### src/design/dmmu_settings.svh
// data MMU build settings
// TLB size, ASID width and the Sv32 address field widths

`ifndef DMMU_SETTINGS_SVH
`define DMMU_SETTINGS_SVH

// number of data TLB entries
`define DMMU_TLB_ENTRIES 4

// address space identifier width
`define DMMU_ASID_W 9

// virtual and physical address widths
`define DMMU_VADDR_W 32
`define DMMU_PADDR_W 34

// page number and offset fields
`define DMMU_PPN_W 22
`define DMMU_VPN_W 20
`define DMMU_OFFSET_W 12

// vpn bits that a 4 MiB superpage takes from the virtual address
`define DMMU_SUPER_W 10

`endif

### src/design/dmmu_pkg.sv
// data MMU types: privilege, cause and opcode enums
// PTE, TLB entry and exception structs

`include "dmmu_settings.svh"

package dmmu_pkg;

    // ----------------------------------------------------------------------
    // enums
    // ----------------------------------------------------------------------

    // effective privilege of the load/store
    typedef enum logic [1:0] {
        PRIV_U = 2'b00,
        PRIV_S = 2'b01
    } priv_lvl_e;

    // mcause encodings of the two data page faults
    typedef enum logic [4:0] {
        LOAD_PAGE_FAULT  = 5'd13,
        STORE_PAGE_FAULT = 5'd15
    } exc_cause_e;

    typedef enum logic {
        OP_LOAD  = 1'b0,
        OP_STORE = 1'b1
    } mem_op_e;

    // ----------------------------------------------------------------------
    // structs
    // ----------------------------------------------------------------------

    // leaf PTE, only the bits the data side looks at
    typedef struct packed {
        logic [`DMMU_PPN_W-1:0] ppn;
        logic                   u;
        logic                   w;
        logic                   d;
    } pte_t;

    typedef struct packed {
        logic                    valid;
        logic [`DMMU_ASID_W-1:0] asid;
        logic [`DMMU_VPN_W-1:0]  vpn;
        // superpage, low vpn bits are don't care
        logic                    is_4m;
        pte_t                    pte;
    } tlb_entry_t;

    // tval carries the faulting virtual address
    typedef struct packed {
        logic                     valid;
        exc_cause_e               cause;
        logic [`DMMU_VADDR_W-1:0] tval;
    } exc_t;

endpackage

### src/design/dmmu_ifs.sv
// stage interfaces of the data MMU pipeline
// tlb_lookup_if (stage 1 to 2) and xlate_if (stage 2 to 3)

`include "dmmu_settings.svh"

// combinational lookup result, valid whenever a request is accepted
interface tlb_lookup_if;
    import dmmu_pkg::*;

    logic                     hit;
    logic                     is_4m;
    pte_t                     pte;
    // address the lookup was done for
    logic [`DMMU_VADDR_W-1:0] vaddr;

    modport lookup (
        output hit, is_4m, pte, vaddr
    );

    modport check (
        input hit, is_4m, pte, vaddr
    );
endinterface

// valid/ready channel, payload held while valid and not ready
interface xlate_if;
    import dmmu_pkg::*;

    logic                     valid;
    logic                     ready;
    logic [`DMMU_PADDR_W-1:0] paddr;
    mem_op_e                  op;
    logic [3:0]               sel;
    logic [31:0]              wdata;
    // a faulting item carries no bus access
    exc_t                     exc;

    modport src (
        output valid, paddr, op, sel, wdata, exc,
        input  ready
    );

    modport dst (
        input  valid, paddr, op, sel, wdata, exc,
        output ready
    );
endinterface

### src/design/dmmu_top.sv
// data MMU top level
// dtlb, xlate_check and wb_data_port joined by the stage interfaces

`include "dmmu_settings.svh"

module dmmu_top (
    input  logic                     clk_i,
    input  logic                     rst_ni,
    // translation control
    input  logic                     en_translation_i,
    input  dmmu_pkg::priv_lvl_e      priv_lvl_i,
    input  logic                     sum_i,
    input  logic [`DMMU_ASID_W-1:0]  asid_i,
    input  logic                     flush_i,
    // TLB write port
    input  logic                     tlb_we_i,
    input  logic [`DMMU_VPN_W-1:0]   tlb_vpn_i,
    input  logic [`DMMU_PPN_W-1:0]   tlb_ppn_i,
    input  logic                     tlb_is_4m_i,
    input  logic                     tlb_u_i,
    input  logic                     tlb_w_i,
    input  logic                     tlb_d_i,
    // load/store request
    input  logic                     lsu_req_i,
    output logic                     lsu_gnt_o,
    input  dmmu_pkg::mem_op_e        lsu_op_i,
    input  logic [`DMMU_VADDR_W-1:0] lsu_vaddr_i,
    input  logic [3:0]               lsu_sel_i,
    input  logic [31:0]              lsu_wdata_i,
    // load/store response
    output logic                     lsu_rvalid_o,
    output logic                     lsu_exc_valid_o,
    output dmmu_pkg::exc_cause_e     lsu_exc_cause_o,
    output logic [31:0]              lsu_exc_tval_o,
    output logic [31:0]              lsu_rdata_o,
    // Wishbone classic master
    output logic                     wb_cyc_o,
    output logic                     wb_stb_o,
    output logic                     wb_we_o,
    output logic [`DMMU_PADDR_W-1:0] wb_adr_o,
    output logic [3:0]               wb_sel_o,
    output logic [31:0]              wb_dat_o,
    input  logic [31:0]              wb_dat_i,
    input  logic                     wb_ack_i
);
    import dmmu_pkg::*;

    tlb_entry_t tlb_wr_entry;

    tlb_lookup_if u_lookup_if ();
    xlate_if      u_xlate_if ();

    // written entries are always valid and tagged with the current ASID
    always_comb begin
        tlb_wr_entry.valid     = 1'b1;
        tlb_wr_entry.asid      = asid_i;
        tlb_wr_entry.vpn       = tlb_vpn_i;
        tlb_wr_entry.is_4m     = tlb_is_4m_i;
        tlb_wr_entry.pte.ppn   = tlb_ppn_i;
        tlb_wr_entry.pte.u     = tlb_u_i;
        tlb_wr_entry.pte.w     = tlb_w_i;
        tlb_wr_entry.pte.d     = tlb_d_i;
    end

    // ----------------------------------------------------------------------
    // pipeline stages
    // ----------------------------------------------------------------------

    dtlb #(
        .TLB_ENTRIES ( `DMMU_TLB_ENTRIES )
    ) u_dtlb (
        .clk_i      ( clk_i        ),
        .rst_ni     ( rst_ni       ),
        .flush_i    ( flush_i      ),
        .wr_en_i    ( tlb_we_i     ),
        .wr_entry_i ( tlb_wr_entry ),
        .lu_asid_i  ( asid_i       ),
        .lu_vaddr_i ( lsu_vaddr_i  ),
        .lu         ( u_lookup_if  )
    );

    xlate_check u_xlate_check (
        .clk_i            ( clk_i            ),
        .rst_ni           ( rst_ni           ),
        .en_translation_i ( en_translation_i ),
        .priv_lvl_i       ( priv_lvl_i       ),
        .sum_i            ( sum_i            ),
        .req_i            ( lsu_req_i        ),
        .gnt_o            ( lsu_gnt_o        ),
        .op_i             ( lsu_op_i         ),
        .sel_i            ( lsu_sel_i        ),
        .wdata_i          ( lsu_wdata_i      ),
        .lu               ( u_lookup_if      ),
        .out              ( u_xlate_if       )
    );

    wb_data_port u_wb_data_port (
        .clk_i           ( clk_i           ),
        .rst_ni          ( rst_ni          ),
        .in              ( u_xlate_if      ),
        .wb_cyc_o        ( wb_cyc_o        ),
        .wb_stb_o        ( wb_stb_o        ),
        .wb_we_o         ( wb_we_o         ),
        .wb_adr_o        ( wb_adr_o        ),
        .wb_sel_o        ( wb_sel_o        ),
        .wb_dat_o        ( wb_dat_o        ),
        .wb_dat_i        ( wb_dat_i        ),
        .wb_ack_i        ( wb_ack_i        ),
        .lsu_rvalid_o    ( lsu_rvalid_o    ),
        .lsu_exc_valid_o ( lsu_exc_valid_o ),
        .lsu_exc_cause_o ( lsu_exc_cause_o ),
        .lsu_exc_tval_o  ( lsu_exc_tval_o  ),
        .lsu_rdata_o     ( lsu_rdata_o     )
    );

endmodule

### src/design/dtlb.sv
// fully associative data TLB, stage 1 of the data MMU
// software filled through a write port, round-robin replacement

`include "dmmu_settings.svh"

module dtlb #(
    parameter int unsigned TLB_ENTRIES = `DMMU_TLB_ENTRIES
) (
    input  logic                     clk_i,
    input  logic                     rst_ni,
    input  logic                     flush_i,
    input  logic                     wr_en_i,
    input  dmmu_pkg::tlb_entry_t     wr_entry_i,
    input  logic [`DMMU_ASID_W-1:0]  lu_asid_i,
    input  logic [`DMMU_VADDR_W-1:0] lu_vaddr_i,
    tlb_lookup_if.lookup             lu
);
    import dmmu_pkg::*;

    localparam int unsigned VPN_W = `DMMU_VPN_W;
    // vpn bits a superpage ignores
    localparam int unsigned LO_W  = `DMMU_VPN_W - `DMMU_SUPER_W;
    localparam int unsigned PTR_W = (TLB_ENTRIES > 1) ? $clog2(TLB_ENTRIES) : 1;

    // entry payload, valid bits kept apart
    tlb_entry_t             entries_q [TLB_ENTRIES];
    logic [TLB_ENTRIES-1:0] valid_q;
    logic [PTR_W-1:0]       wr_ptr_q;
    logic [TLB_ENTRIES-1:0] match;
    logic [VPN_W-1:0]       lu_vpn;

    assign lu_vpn   = lu_vaddr_i[`DMMU_VADDR_W-1:`DMMU_OFFSET_W];
    assign lu.vaddr = lu_vaddr_i;

    // ----------------------------------------------------------------------
    // lookup
    // ----------------------------------------------------------------------

    always_comb begin
        for (int i = 0; i < TLB_ENTRIES; i++) begin
            // upper vpn always compared, lower part only for 4 KiB pages
            match[i] = valid_q[i]
                && (entries_q[i].asid == lu_asid_i)
                && (entries_q[i].vpn[VPN_W-1:LO_W] == lu_vpn[VPN_W-1:LO_W])
                && (entries_q[i].is_4m
                    || (entries_q[i].vpn[LO_W-1:0] == lu_vpn[LO_W-1:0]));
        end
    end

    // at most one entry matches, so a plain select is enough
    always_comb begin
        lu.hit   = 1'b0;
        lu.is_4m = 1'b0;
        lu.pte   = '0;
        for (int i = 0; i < TLB_ENTRIES; i++) begin
            if (match[i]) begin
                lu.hit   = 1'b1;
                lu.is_4m = entries_q[i].is_4m;
                lu.pte   = entries_q[i].pte;
            end
        end
    end

    // ----------------------------------------------------------------------
    // fill and flush
    // ----------------------------------------------------------------------

    always_ff @(posedge clk_i) begin
        if (wr_en_i) begin
            entries_q[wr_ptr_q] <= wr_entry_i;
        end
    end

    always_ff @(posedge clk_i or negedge rst_ni) begin
        if (!rst_ni) begin
            valid_q  <= '0;
            wr_ptr_q <= '0;
        end else begin
            if (flush_i) begin
                valid_q <= '0;
            end
            // a write in the flush cycle survives the flush
            if (wr_en_i) begin
                valid_q[wr_ptr_q] <= wr_entry_i.valid;
                if (wr_ptr_q == PTR_W'(TLB_ENTRIES - 1)) begin
                    wr_ptr_q <= '0;
                end else begin
                    wr_ptr_q <= wr_ptr_q + 1'b1;
                end
            end
        end
    end

    // software must not map one page twice
    a_single_match: assert property (
        @(posedge clk_i) disable iff (!rst_ni) $onehot0(match)
    );

endmodule

### src/design/wb_data_port.sv
// stage 3 of the data MMU: Wishbone classic master
// plus the response register towards the load/store unit

`include "dmmu_settings.svh"

module wb_data_port (
    input  logic                     clk_i,
    input  logic                     rst_ni,
    xlate_if.dst                     in,
    output logic                     wb_cyc_o,
    output logic                     wb_stb_o,
    output logic                     wb_we_o,
    output logic [`DMMU_PADDR_W-1:0] wb_adr_o,
    output logic [3:0]               wb_sel_o,
    output logic [31:0]              wb_dat_o,
    input  logic [31:0]              wb_dat_i,
    input  logic                     wb_ack_i,
    output logic                     lsu_rvalid_o,
    output logic                     lsu_exc_valid_o,
    output dmmu_pkg::exc_cause_e     lsu_exc_cause_o,
    output logic [31:0]              lsu_exc_tval_o,
    output logic [31:0]              lsu_rdata_o
);
    import dmmu_pkg::*;

    typedef enum logic {
        IDLE,
        BUS
    } state_e;

    state_e state_q;
    logic   take;
    logic   done;

    // one item at a time, no new item until the bus cycle ends
    assign in.ready = (state_q == IDLE);
    assign take     = in.valid && in.ready;
    assign done     = (state_q == BUS) && wb_ack_i;

    // ----------------------------------------------------------------------
    // control
    // ----------------------------------------------------------------------

    always_ff @(posedge clk_i or negedge rst_ni) begin
        if (!rst_ni) begin
            state_q         <= IDLE;
            wb_cyc_o        <= 1'b0;
            wb_stb_o        <= 1'b0;
            wb_we_o         <= 1'b0;
            lsu_rvalid_o    <= 1'b0;
            lsu_exc_valid_o <= 1'b0;
        end else begin
            // response pulses last one cycle
            lsu_rvalid_o    <= 1'b0;
            lsu_exc_valid_o <= 1'b0;
            if (take && in.exc.valid) begin
                // fault, answer right away without a bus cycle
                lsu_rvalid_o    <= 1'b1;
                lsu_exc_valid_o <= 1'b1;
            end else if (take) begin
                state_q  <= BUS;
                wb_cyc_o <= 1'b1;
                wb_stb_o <= 1'b1;
                wb_we_o  <= (in.op == OP_STORE);
            end
            // classic cycle ends on ack, cyc stays low for a cycle after
            if (done) begin
                state_q      <= IDLE;
                wb_cyc_o     <= 1'b0;
                wb_stb_o     <= 1'b0;
                wb_we_o      <= 1'b0;
                lsu_rvalid_o <= 1'b1;
            end
        end
    end

    // ----------------------------------------------------------------------
    // bus and response payload
    // ----------------------------------------------------------------------

    always_ff @(posedge clk_i) begin
        if (take) begin
            wb_adr_o        <= in.paddr;
            wb_sel_o        <= in.sel;
            wb_dat_o        <= in.wdata;
            lsu_exc_cause_o <= in.exc.cause;
            lsu_exc_tval_o  <= in.exc.tval;
        end
        if (done) begin
            lsu_rdata_o <= wb_dat_i;
        end
    end

    // stb never raised on its own or outside a cycle
    a_stb_with_cyc: assert property (
        @(posedge clk_i) disable iff (!rst_ni)
        $rose(wb_stb_o) |-> $rose(wb_cyc_o)
    );

    // address held until the slave acks
    a_adr_hold: assert property (
        @(posedge clk_i) disable iff (!rst_ni)
        wb_stb_o && !wb_ack_i |=> wb_stb_o && $stable(wb_adr_o)
    );

endmodule

### src/design/xlate_check.sv
// stage 2 of the data MMU: request register, physical address
// formation and Sv32 privilege checks

`include "dmmu_settings.svh"

module xlate_check (
    input  logic                clk_i,
    input  logic                rst_ni,
    input  logic                en_translation_i,
    input  dmmu_pkg::priv_lvl_e priv_lvl_i,
    input  logic                sum_i,
    input  logic                req_i,
    output logic                gnt_o,
    input  dmmu_pkg::mem_op_e   op_i,
    input  logic [3:0]          sel_i,
    input  logic [31:0]         wdata_i,
    tlb_lookup_if.check         lu,
    xlate_if.src                out
);
    import dmmu_pkg::*;

    localparam int unsigned PAD_W = `DMMU_PADDR_W - `DMMU_VADDR_W;
    // paddr bits that a superpage takes from the vaddr
    localparam int unsigned SP_HI = `DMMU_OFFSET_W + `DMMU_VPN_W - `DMMU_SUPER_W - 1;
    localparam int unsigned SP_LO = `DMMU_OFFSET_W;

    logic                     accept;
    logic                     priv_err;
    logic                     fault;
    logic [`DMMU_PADDR_W-1:0] paddr_d;
    exc_t                     exc_d;

    logic                     valid_q;
    logic [`DMMU_PADDR_W-1:0] paddr_q;
    mem_op_e                  op_q;
    logic [3:0]               sel_q;
    logic [31:0]              wdata_q;
    exc_t                     exc_q;

    // room when empty or when the item leaves this cycle
    assign gnt_o  = !valid_q || out.ready;
    assign accept = req_i && gnt_o;

    // ----------------------------------------------------------------------
    // translation and checks on the incoming request
    // ----------------------------------------------------------------------

    always_comb begin
        // bare mode, zero extended vaddr and no checks
        paddr_d  = {{PAD_W{1'b0}}, lu.vaddr};
        priv_err = 1'b0;
        fault    = 1'b0;
        if (en_translation_i) begin
            // 4 KiB page
            paddr_d = {lu.pte.ppn, lu.vaddr[`DMMU_OFFSET_W-1:0]};
            // 4 MiB superpage
            if (lu.is_4m) begin
                paddr_d[SP_HI:SP_LO] = lu.vaddr[SP_HI:SP_LO];
            end
            // user page from S only with SUM, supervisor page never from U
            priv_err = ((priv_lvl_i == PRIV_U) && !lu.pte.u)
                    || ((priv_lvl_i == PRIV_S) && lu.pte.u && !sum_i);
            fault = !lu.hit || priv_err
                 || ((op_i == OP_STORE) && (!lu.pte.w || !lu.pte.d));
        end
        exc_d.valid = fault;
        exc_d.cause = (op_i == OP_STORE) ? STORE_PAGE_FAULT : LOAD_PAGE_FAULT;
        exc_d.tval  = lu.vaddr;
    end

    // ----------------------------------------------------------------------
    // stage register
    // ----------------------------------------------------------------------

    always_ff @(posedge clk_i or negedge rst_ni) begin
        if (!rst_ni) begin
            valid_q <= 1'b0;
        end else if (gnt_o) begin
            valid_q <= req_i;
        end
    end

    always_ff @(posedge clk_i) begin
        if (accept) begin
            paddr_q <= paddr_d;
            op_q    <= op_i;
            sel_q   <= sel_i;
            wdata_q <= wdata_i;
            exc_q   <= exc_d;
        end
    end

    assign out.valid = valid_q;
    assign out.paddr = paddr_q;
    assign out.op    = op_q;
    assign out.sel   = sel_q;
    assign out.wdata = wdata_q;
    assign out.exc   = exc_q;

    // item held steady under back-pressure from stage 3
    a_hold_stalled: assert property (
        @(posedge clk_i) disable iff (!rst_ni)
        out.valid && !out.ready |=> out.valid && $stable(out.paddr)
            && $stable(out.op) && $stable(out.sel) && $stable(out.wdata)
            && $stable(out.exc)
    );

endmodule

### config.mk
export PLATFORM = sky130hd
export DESIGN_NAME = dmmu_top
export DESIGN_NICKNAME = d
export VERILOG_FILES = /design/src/design/dmmu_pkg.sv /design/src/design/dmmu_ifs.sv /design/src/design/dmmu_top.sv /design/src/design/dtlb.sv /design/src/design/wb_data_port.sv /design/src/design/xlate_check.sv
export VERILOG_INCLUDE_DIRS = /design/src /design/src/design
export SDC_FILE = /design/constraint.sdc
export NUM_CORES = 1
export LEC_CHECK = 0
export ABC_AREA = 1
export BUFFER_PORTS_ARGS = -buffer_cell sky130_fd_sc_hd__buf_2
export CORE_MARGIN = 1
export CORE_UTILIZATION = 56
export CTS_CLUSTER_DIAMETER = 40
export DETAILED_ROUTE_END_ITERATION = 8
export GPL_ROUTABILITY_DRIVEN = 0
export GPL_TIMING_DRIVEN = 0
export PLACE_DENSITY_LB_ADDON = 0.3
export SYNTH_ARGS = -nofsm -noshare
export SYNTH_HDL_FRONTEND = slang
export SYNTH_HIERARCHICAL = 1
export SYNTH_SLANG_ARGS = --single-unit
### constraint.sdc
create_clock -name clk_i -period 7.7 [get_ports clk_i]
set_input_delay 0 -clock clk_i [delete_from_list [all_inputs] [get_ports clk_i]]
set_output_delay 0 -clock clk_i [all_outputs]
set_load 0.02 [all_outputs]
==> summary.md, run 1 <==
| Metric | Value |
|---|---|
| Fin cells | 2268 |
| Delay-heaviest family, CP | buffers and inverters |
| Status | completed |
| Htree depth | 2 |
| # Max-Cap Violations | 0 |
| Clk root buf | clkbuf_16 |
| Critical path arrival | 4.31 ns |
| Startpoint Class | flop |
| Setup-failing EPs final | 0 |
| CP Capture Type | flop |
| Layout cells sized above 1 | 26.4% |
| Critical Path Most Common Cell | nand2_1 |
| Worst vdd ir | 0.196 mV |
| Initial Utilization | 57.6% |
| Achievable Freq | 255 MHz |
| HP Class | input port to flop |
| Synth Instances | 1297 |
| Placement-stage cell area | 0.0200 mm² |
| Total track usage | 27.1% |
| Slowest CP cell | dlygate4sd3_1 |
| Longest Clk Path Bufs | 3 |
| CP Depth | 16 |
| RSZ-0062 raised after global routing | false |
| Pre-antenna DRT Iters | 6 |
| Area delta synth->final | 31.3% |
| Core area | 0.0309 mm² |
| Post-synthesis sequential area ratio | 77.6% |
| Clk_skew | 0.0135 ns |
| Met1 usage | 32.9% |
| Hold path cells | 2 |
| Fin crit share | 50.9% |
| Largest net degree at the start of global routing | 83 |
| Syn avg cell area | 13.7 µm² |
| Nets | 1998 |
| Slowest stage delay, CP | 0.58 ns |
| Final Critical Period | 3.92 ns |
| Number of enable flip-flop cells after synthesis | 451 |
| Number of cell rows | 64 |
| Final Slew Violations | 0 |
| GR Layer Usage met3 | 4.69% |
| Pre-CTS setup slack | 4.69 ns |
| Leakage | 9.57 nW |
| Port Buffers | 297 |
| DP HPWL | 27.0 mm |
| Synth area leader | edfxtp_1 |
| Sinks on Clock Net | 462 |
| Most used routing layer | met2 |
| Power Density | 281 mW/mm² |
| CTS buffer count | 52 |
| Final ANT Viol Nets | 0 |
| Worst slew pin tran | 1.33 ns |
| Clk slew on worst S/H paths | 0.06 ns |
| PostCTS Resize Cnt | 0 |
| Synth Cell Area | 0.0178 mm² |
| Final WS setup | 3.78 ns |
| Post-synth cell types | 36 |
| Vias per cell | 5.23 |
| Wirelength per Cell | 19.4 µm |
| Worst rel slew slack | 11.1% |
| Cells on worst reg2reg path | 16 |
| Final WL | 44.0 mm |
| WHS | 0.159 ns |
| Cells along the critical path | xnor2_1 -> nand2_1 -> nor2_1 -> nand3_1 -> nand2_1 -> clkbuf_1 -> nand3_1 -> nand2_1 -> nand2_1 -> nand2_1 -> inv_1 -> a21oi_1 -> dlygate4sd3_1 -> nand2_1 -> dlygate4sd3_1 -> a21oi_1 |
| Endpoints failing hold | 0 |
| Critical path fanouts, max | 10 |
| TritonCTS clock tree | done |
| Grt ovf | 0 |
| DRC | 0 |
| Vias in the first global route | 12056 |
| Top cells by count, synth | edfxtp_1 (451), nand2_1 (329), inv_1 (91), nand3_1 (77), nor2_1 (70) |
| Worst EP required | 8.09 ns |
| Die area | 0.0325 mm² |
| Top_reg_cell synth | edfxtp_1 |
| Synthesis-stage register bit count | 462 |
| Die X | 180 µm |
| Power, Total | 6.58 mW |
| Post-placement cell count | 2004 |
| Final instance area | 0.0234 mm² |
| Num ports | 311 |
| Initial antenna violation count | 2 |
| Die Y-Extent | 180 µm |
| Top-count cell post-synth | edfxtp_1 |
| Synthesis Warnings | 6 |
| M2 GR Usage | 48.3% |
| Buf/Inv on CP | 4 |
| Synth top area cells | edfxtp_1 (76%), nand2_1 (6.9%), nand3_1 (2.2%) |
| Async SR Flop Fraction | 2.38% |
| Total number of vias | 11865 |
| First-pass GRT wire length | 66.6 mm |
| Critical path class | flop to flop |
| Worst skew pair latency | 0.56 ns |
| Initial drt markers | 1093 |
| Post-synth top area share | 76.1% |
| # fillers | 1876 |
[routing by layer]
metal	up-vias	routed length, µm
met5	-	0
met4	0	1330
met3	91	3250
met2	606	22800
met1	5678	16600
li1	5490	-
[sequential cells by signal, summed over array words and instances (netlist names), 5 cells and up]
| name | cells |
|---|---|
| u_dtlb/entries_q | 220 |
| u_wb_data_port/lsu_exc_cause_o | 5 |
| u_wb_data_port/lsu_exc_tval_o | 32 |
| u_wb_data_port/lsu_rdata_o | 32 |
| u_wb_data_port/wb_adr_o | 34 |
| u_wb_data_port/wb_dat_o | 32 |
| u_xlate_check/out.exc | 22 |
| u_xlate_check/out.paddr | 34 |
| u_xlate_check/out.wdata | 32 |
[stage by stage]
step,TNS (ns),util [%]
after floorplan,0,-
after global placement,-7.86,64.1
after detailed placement,0,64.8
after CTS,0,75.6
after global routing,0,75.6
final,0,75.6
[layout by cell type, fill, tap and decap left out, types with 5 or more instances in the layout]
| cell | instances |
|---|---|
| a21oi_1 | 15 |
| buf_12 | 5 |
| buf_2 | 307 |
| buf_4 | 50 |
| clkbuf_1 | 22 |
| clkbuf_16 | 53 |
| clkinv_1 | 9 |
| clkinv_2 | 7 |
| clkinvlp_4 | 5 |
| conb_1 | 8 |
| dfrtp_1 | 11 |
| dlygate4sd3_1 | 166 |
| edfxtp_1 | 451 |
| inv_1 | 86 |
| inv_2 | 26 |
| nand2_1 | 329 |
| nand3_1 | 77 |
| nand3b_1 | 11 |
| nand4_1 | 7 |
| nor2_1 | 70 |
| o21ai_0 | 40 |
| o21ai_1 | 11 |
| o21ai_2 | 11 |
| o22ai_1 | 5 |
| or2_0 | 5 |
| xnor2_1 | 25 |
| xor2_1 | 16 |
[what timing repair did]
| action | CTS | global route |
|---|---|---|
| buffers inserted | 0 | 0 |
| hold endpoints to repair | 373 | 0 |
| hold buffers | 166 | 0 |
[worst paths after layout]
| path | slack (ns) | startpoint | end |
|---|---|---|---|
| worst max register to register | 3.78 | u_dtlb/entries_q[1][26] | u_xlate_check/out.exc[37] |
| worst min register to register | 0.41 | u_xlate_check/out.wdata[10] | u_wb_data_port/wb_dat_o[10] |
| max in group asynchronous | 6.76 | rst_ni | u_dtlb/valid_q[0] |
| worst max-delay path | 3.78 | u_dtlb/entries_q[1][26] | u_xlate_check/out.exc[37] |
| worst min-delay path | 0.16 | lsu_wdata_i[13] | u_xlate_check/out.wdata[13] |
| min in group asynchronous | 0.54 | rst_ni | u_dtlb/wr_ptr_q[1] |
[where the power goes]
part           switching (mW)  total [mW]  internal (mW)
clock network           0.975        2.41           1.43
logic                   0.585       0.878          0.293
registers               0.114        3.29           3.18
total                    1.67        6.58           4.90
[cell type report]
cell class	instances	area [µm²]	area share [%]
buffer	75	504	2.16
multi-input combinational	650	3070	13.1
clock buffer	66	1410	6.01
timing repair buffer	472	3360	14.4
clock inverter	30	280	1.20
antenna	2	5.00	0.0214
sequential	462	13800	59.1
inverter	115	434	1.86
tap	396	495	2.12
[worst reg2reg max path: cells and delay by family (launching register included)]
family | cells | cell delay, ns
flops | 1 | 0.39
buf+inv | 4 | 1.74
xor+xnor | 1 | 0.14
compound gates | 2 | 0.27
simple gates | 9 | 1.22
[logic make-up after synthesis]
family / synth area share (%)
buf+inv: 5.26
other cells: 0.0633
simple gates: 11.9
compound gates: 2.83
fa+ha+maj: 0.281
xor+xnor: 2.02
flops: 77.6
(Power assumes the default switching activity.)
==> inputs of run 2 (changes only) <==
==> constraint.sdc (replaced) <==
create_clock -name clk_i -period 4 [get_ports clk_i]
set_input_delay 0 -clock clk_i [delete_from_list [all_inputs] [get_ports clk_i]]
set_output_delay 0 -clock clk_i [all_outputs]
set_load 0.02 [all_outputs]
==> summary.md, run 2 (same netlist as run 1, synthesis figures left out) <==
| Metric | Value |
|---|---|
| Status | completed |
| Final Critical Period | 3.90 ns |
| Final WS setup | 0.0957 ns |
| Post-placement cell count | 2003 |
| Fin crit share | 97.6% |
| Setup-failing EPs final | 0 |
| Worst rel slew slack | 18.0% |
| Number of cell rows | 64 |
| HP Class | input port to flop |
| Buf/Inv on CP | 4 |
| Hold path start | wb_dat_i[14] |
| Placement-stage cell area | 0.0200 mm² |
| Worst slew pin tran | 1.23 ns |
| Pre-antenna DRT Iters | 5 |
| Initial antenna violation count | 5 |
| Htree depth | 2 |
| Worst skew pair latency | 0.56 ns |
| Footprint of the multi-input gates | 0.00307 mm² |
| Power, Total | 12.8 mW |
| Clk root buf | clkbuf_16 |
| Final ANT Viol Nets | 0 |
| Critical path class | flop to flop |
| Worst R2R Start | u_dtlb/entries_q[2][39] |
| Layout cells sized above 1 | 26.6% |
| Final instance area | 0.0234 mm² |
| Final WL | 44.0 mm |
| Total number of vias | 11798 |
| Worst vdd ir | 0.463 mV |
| Clk slew on worst S/H paths | 0.06 ns |
| Critical Path Most Common Cell | nand2_1 |
| Achievable Freq | 256 MHz |
| Area delta synth->final | 31.4% |
| Core area | 0.0309 mm² |
| Grt ovf | 0 |
| Initial drt markers | 1038 |
| Worst EP required | 4.36 ns |
| TritonCTS clock tree | done |
| # fillers | 1890 |
| Vias per cell | 5.20 |
| CTS buffer count | 51 |
| Endpoints failing hold | 0 |
| Biggest register | u_dtlb/entries_q |
| Nets | 1996 |
| Longest Clk Path Bufs | 3 |
| CP Capture Type | flop |
| Total track usage | 27.2% |
| Die area | 0.0325 mm² |
| Final Slew Violations | 0 |
| Die X | 180 µm |
| Slowest stage delay, CP | 0.56 ns |
| Critical path fanouts, max | 10 |
| Largest net degree at the start of global routing | 78 |
| Sum Neg Setup Slack | 0 ns |
| First-pass GRT wire length | 66.8 mm |
| DRC | 0 |
| Sinks on Clock Net | 462 |
| Worst Setup SP | u_dtlb/entries_q[2][39] |
| Setup bufs post-CTS | 0 |
| Largest register FFs | 220 |
| Sequential Area | 0.0138 mm² |
| # Max-Cap Violations | 0 |
| Slowest CP cell | dlygate4sd3_1 |
| RSZ-0062 raised after global routing | false |
| DP HPWL | 26.9 mm |
| Wirelength per Cell | 19.4 µm |
| Initial Utilization | 57.6% |
| Critical path arrival | 4.27 ns |
| Num ports | 311 |
| Port Buffers | 297 |
| Delay-heaviest family, CP | buffers and inverters |
| Leakage | 9.59 nW |
| Fin cells | 2268 |
| Cells along the critical path | nand2_1 -> o21ai_0 -> nor2_1 -> nand4_1 -> nor2_2 -> buf_2 -> nand3_1 -> nand2_1 -> o21ai_0 -> nand2_1 -> inv_1 -> a21oi_1 -> dlygate4sd3_1 -> nand2_1 -> dlygate4sd3_1 -> a21oi_1 |
| Final Util | 75.7% |
| Startpoint Class | flop |
| Power Density | 546 mW/mm² |
| Most common cell after layout, fill and taps aside | edfxtp_1 |
| Pre-CTS setup slack | 0.998 ns |
| Commonest non-fill, non-tap cells in the layout | edfxtp_1 (451), nand2_1 (329), buf_2 (307) |
| Clk_skew | 0.0257 ns |
| Vias in the first global route | 12254 |
| Die Y-Extent | 180 µm |
| WHS | 0.149 ns |
## run 2: cell count changes in the layout (fill, tap and decap cells not counted)
cell	before	now
bufinv_16	4	6
clkinvlp_4	5	3
clkinv_1	9	7
clkinv_2	7	8
inv_8	0	1
inv_6	4	3
clkbuf_1	22	20
buf_16	4	2
diode_2	2	4
clkbuf_2	0	2
buf_12	5	6
## run 2: where the power goes
| part | total [mW] | switching (mW) | internal, mW |
|---|---|---|---|
| clock | 4.74 | 1.86 | 2.88 |
| combinational | 1.69 | 1.14 | 0.557 |
| sequential | 6.34 | 0.222 | 6.12 |
| total | 12.8 | 3.22 | 9.56 |
## run 2: final cells by class
class                      count  area share [%]
buffer                        75            2.17
clock inverter                29            1.39
antenna                        4          0.0428
timing repair buffer         471            14.2
sequential                   462            59.1
multi-input combinational    650            13.1
tap                          396            2.12
inverter                     115            1.86
clock buffer                  66            6.01
## run 2: worst paths after layout
kind                                                       end  slack [ns]  cells after the start
worst max-delay path                 u_xlate_check/out.exc[37]         0.1                     16
worst min-delay path            u_wb_data_port/lsu_rdata_o[14]        0.15                      2
worst max register to register       u_xlate_check/out.exc[37]         0.1                     16
worst min register to register     u_wb_data_port/wb_adr_o[29]        0.41                      0
max in group asynchronous               u_wb_data_port/state_q        3.00                      3
min in group asynchronous                    u_dtlb/valid_q[1]        0.56                      3
## run 2: timing repair
item | in CTS | in global routing
hold buffers | 166 | 0
gates resized for setup | 0 | 4
setup endpoints to repair | 0 | 1
hold endpoints to repair | 363 | 0
## run 2: layer usage
layer	track usage (%)	routed length [µm]
met1	32.4	16500
met2	47.4	22400
met3	6.08	3480
met4	12.0	1620
met5	0	10
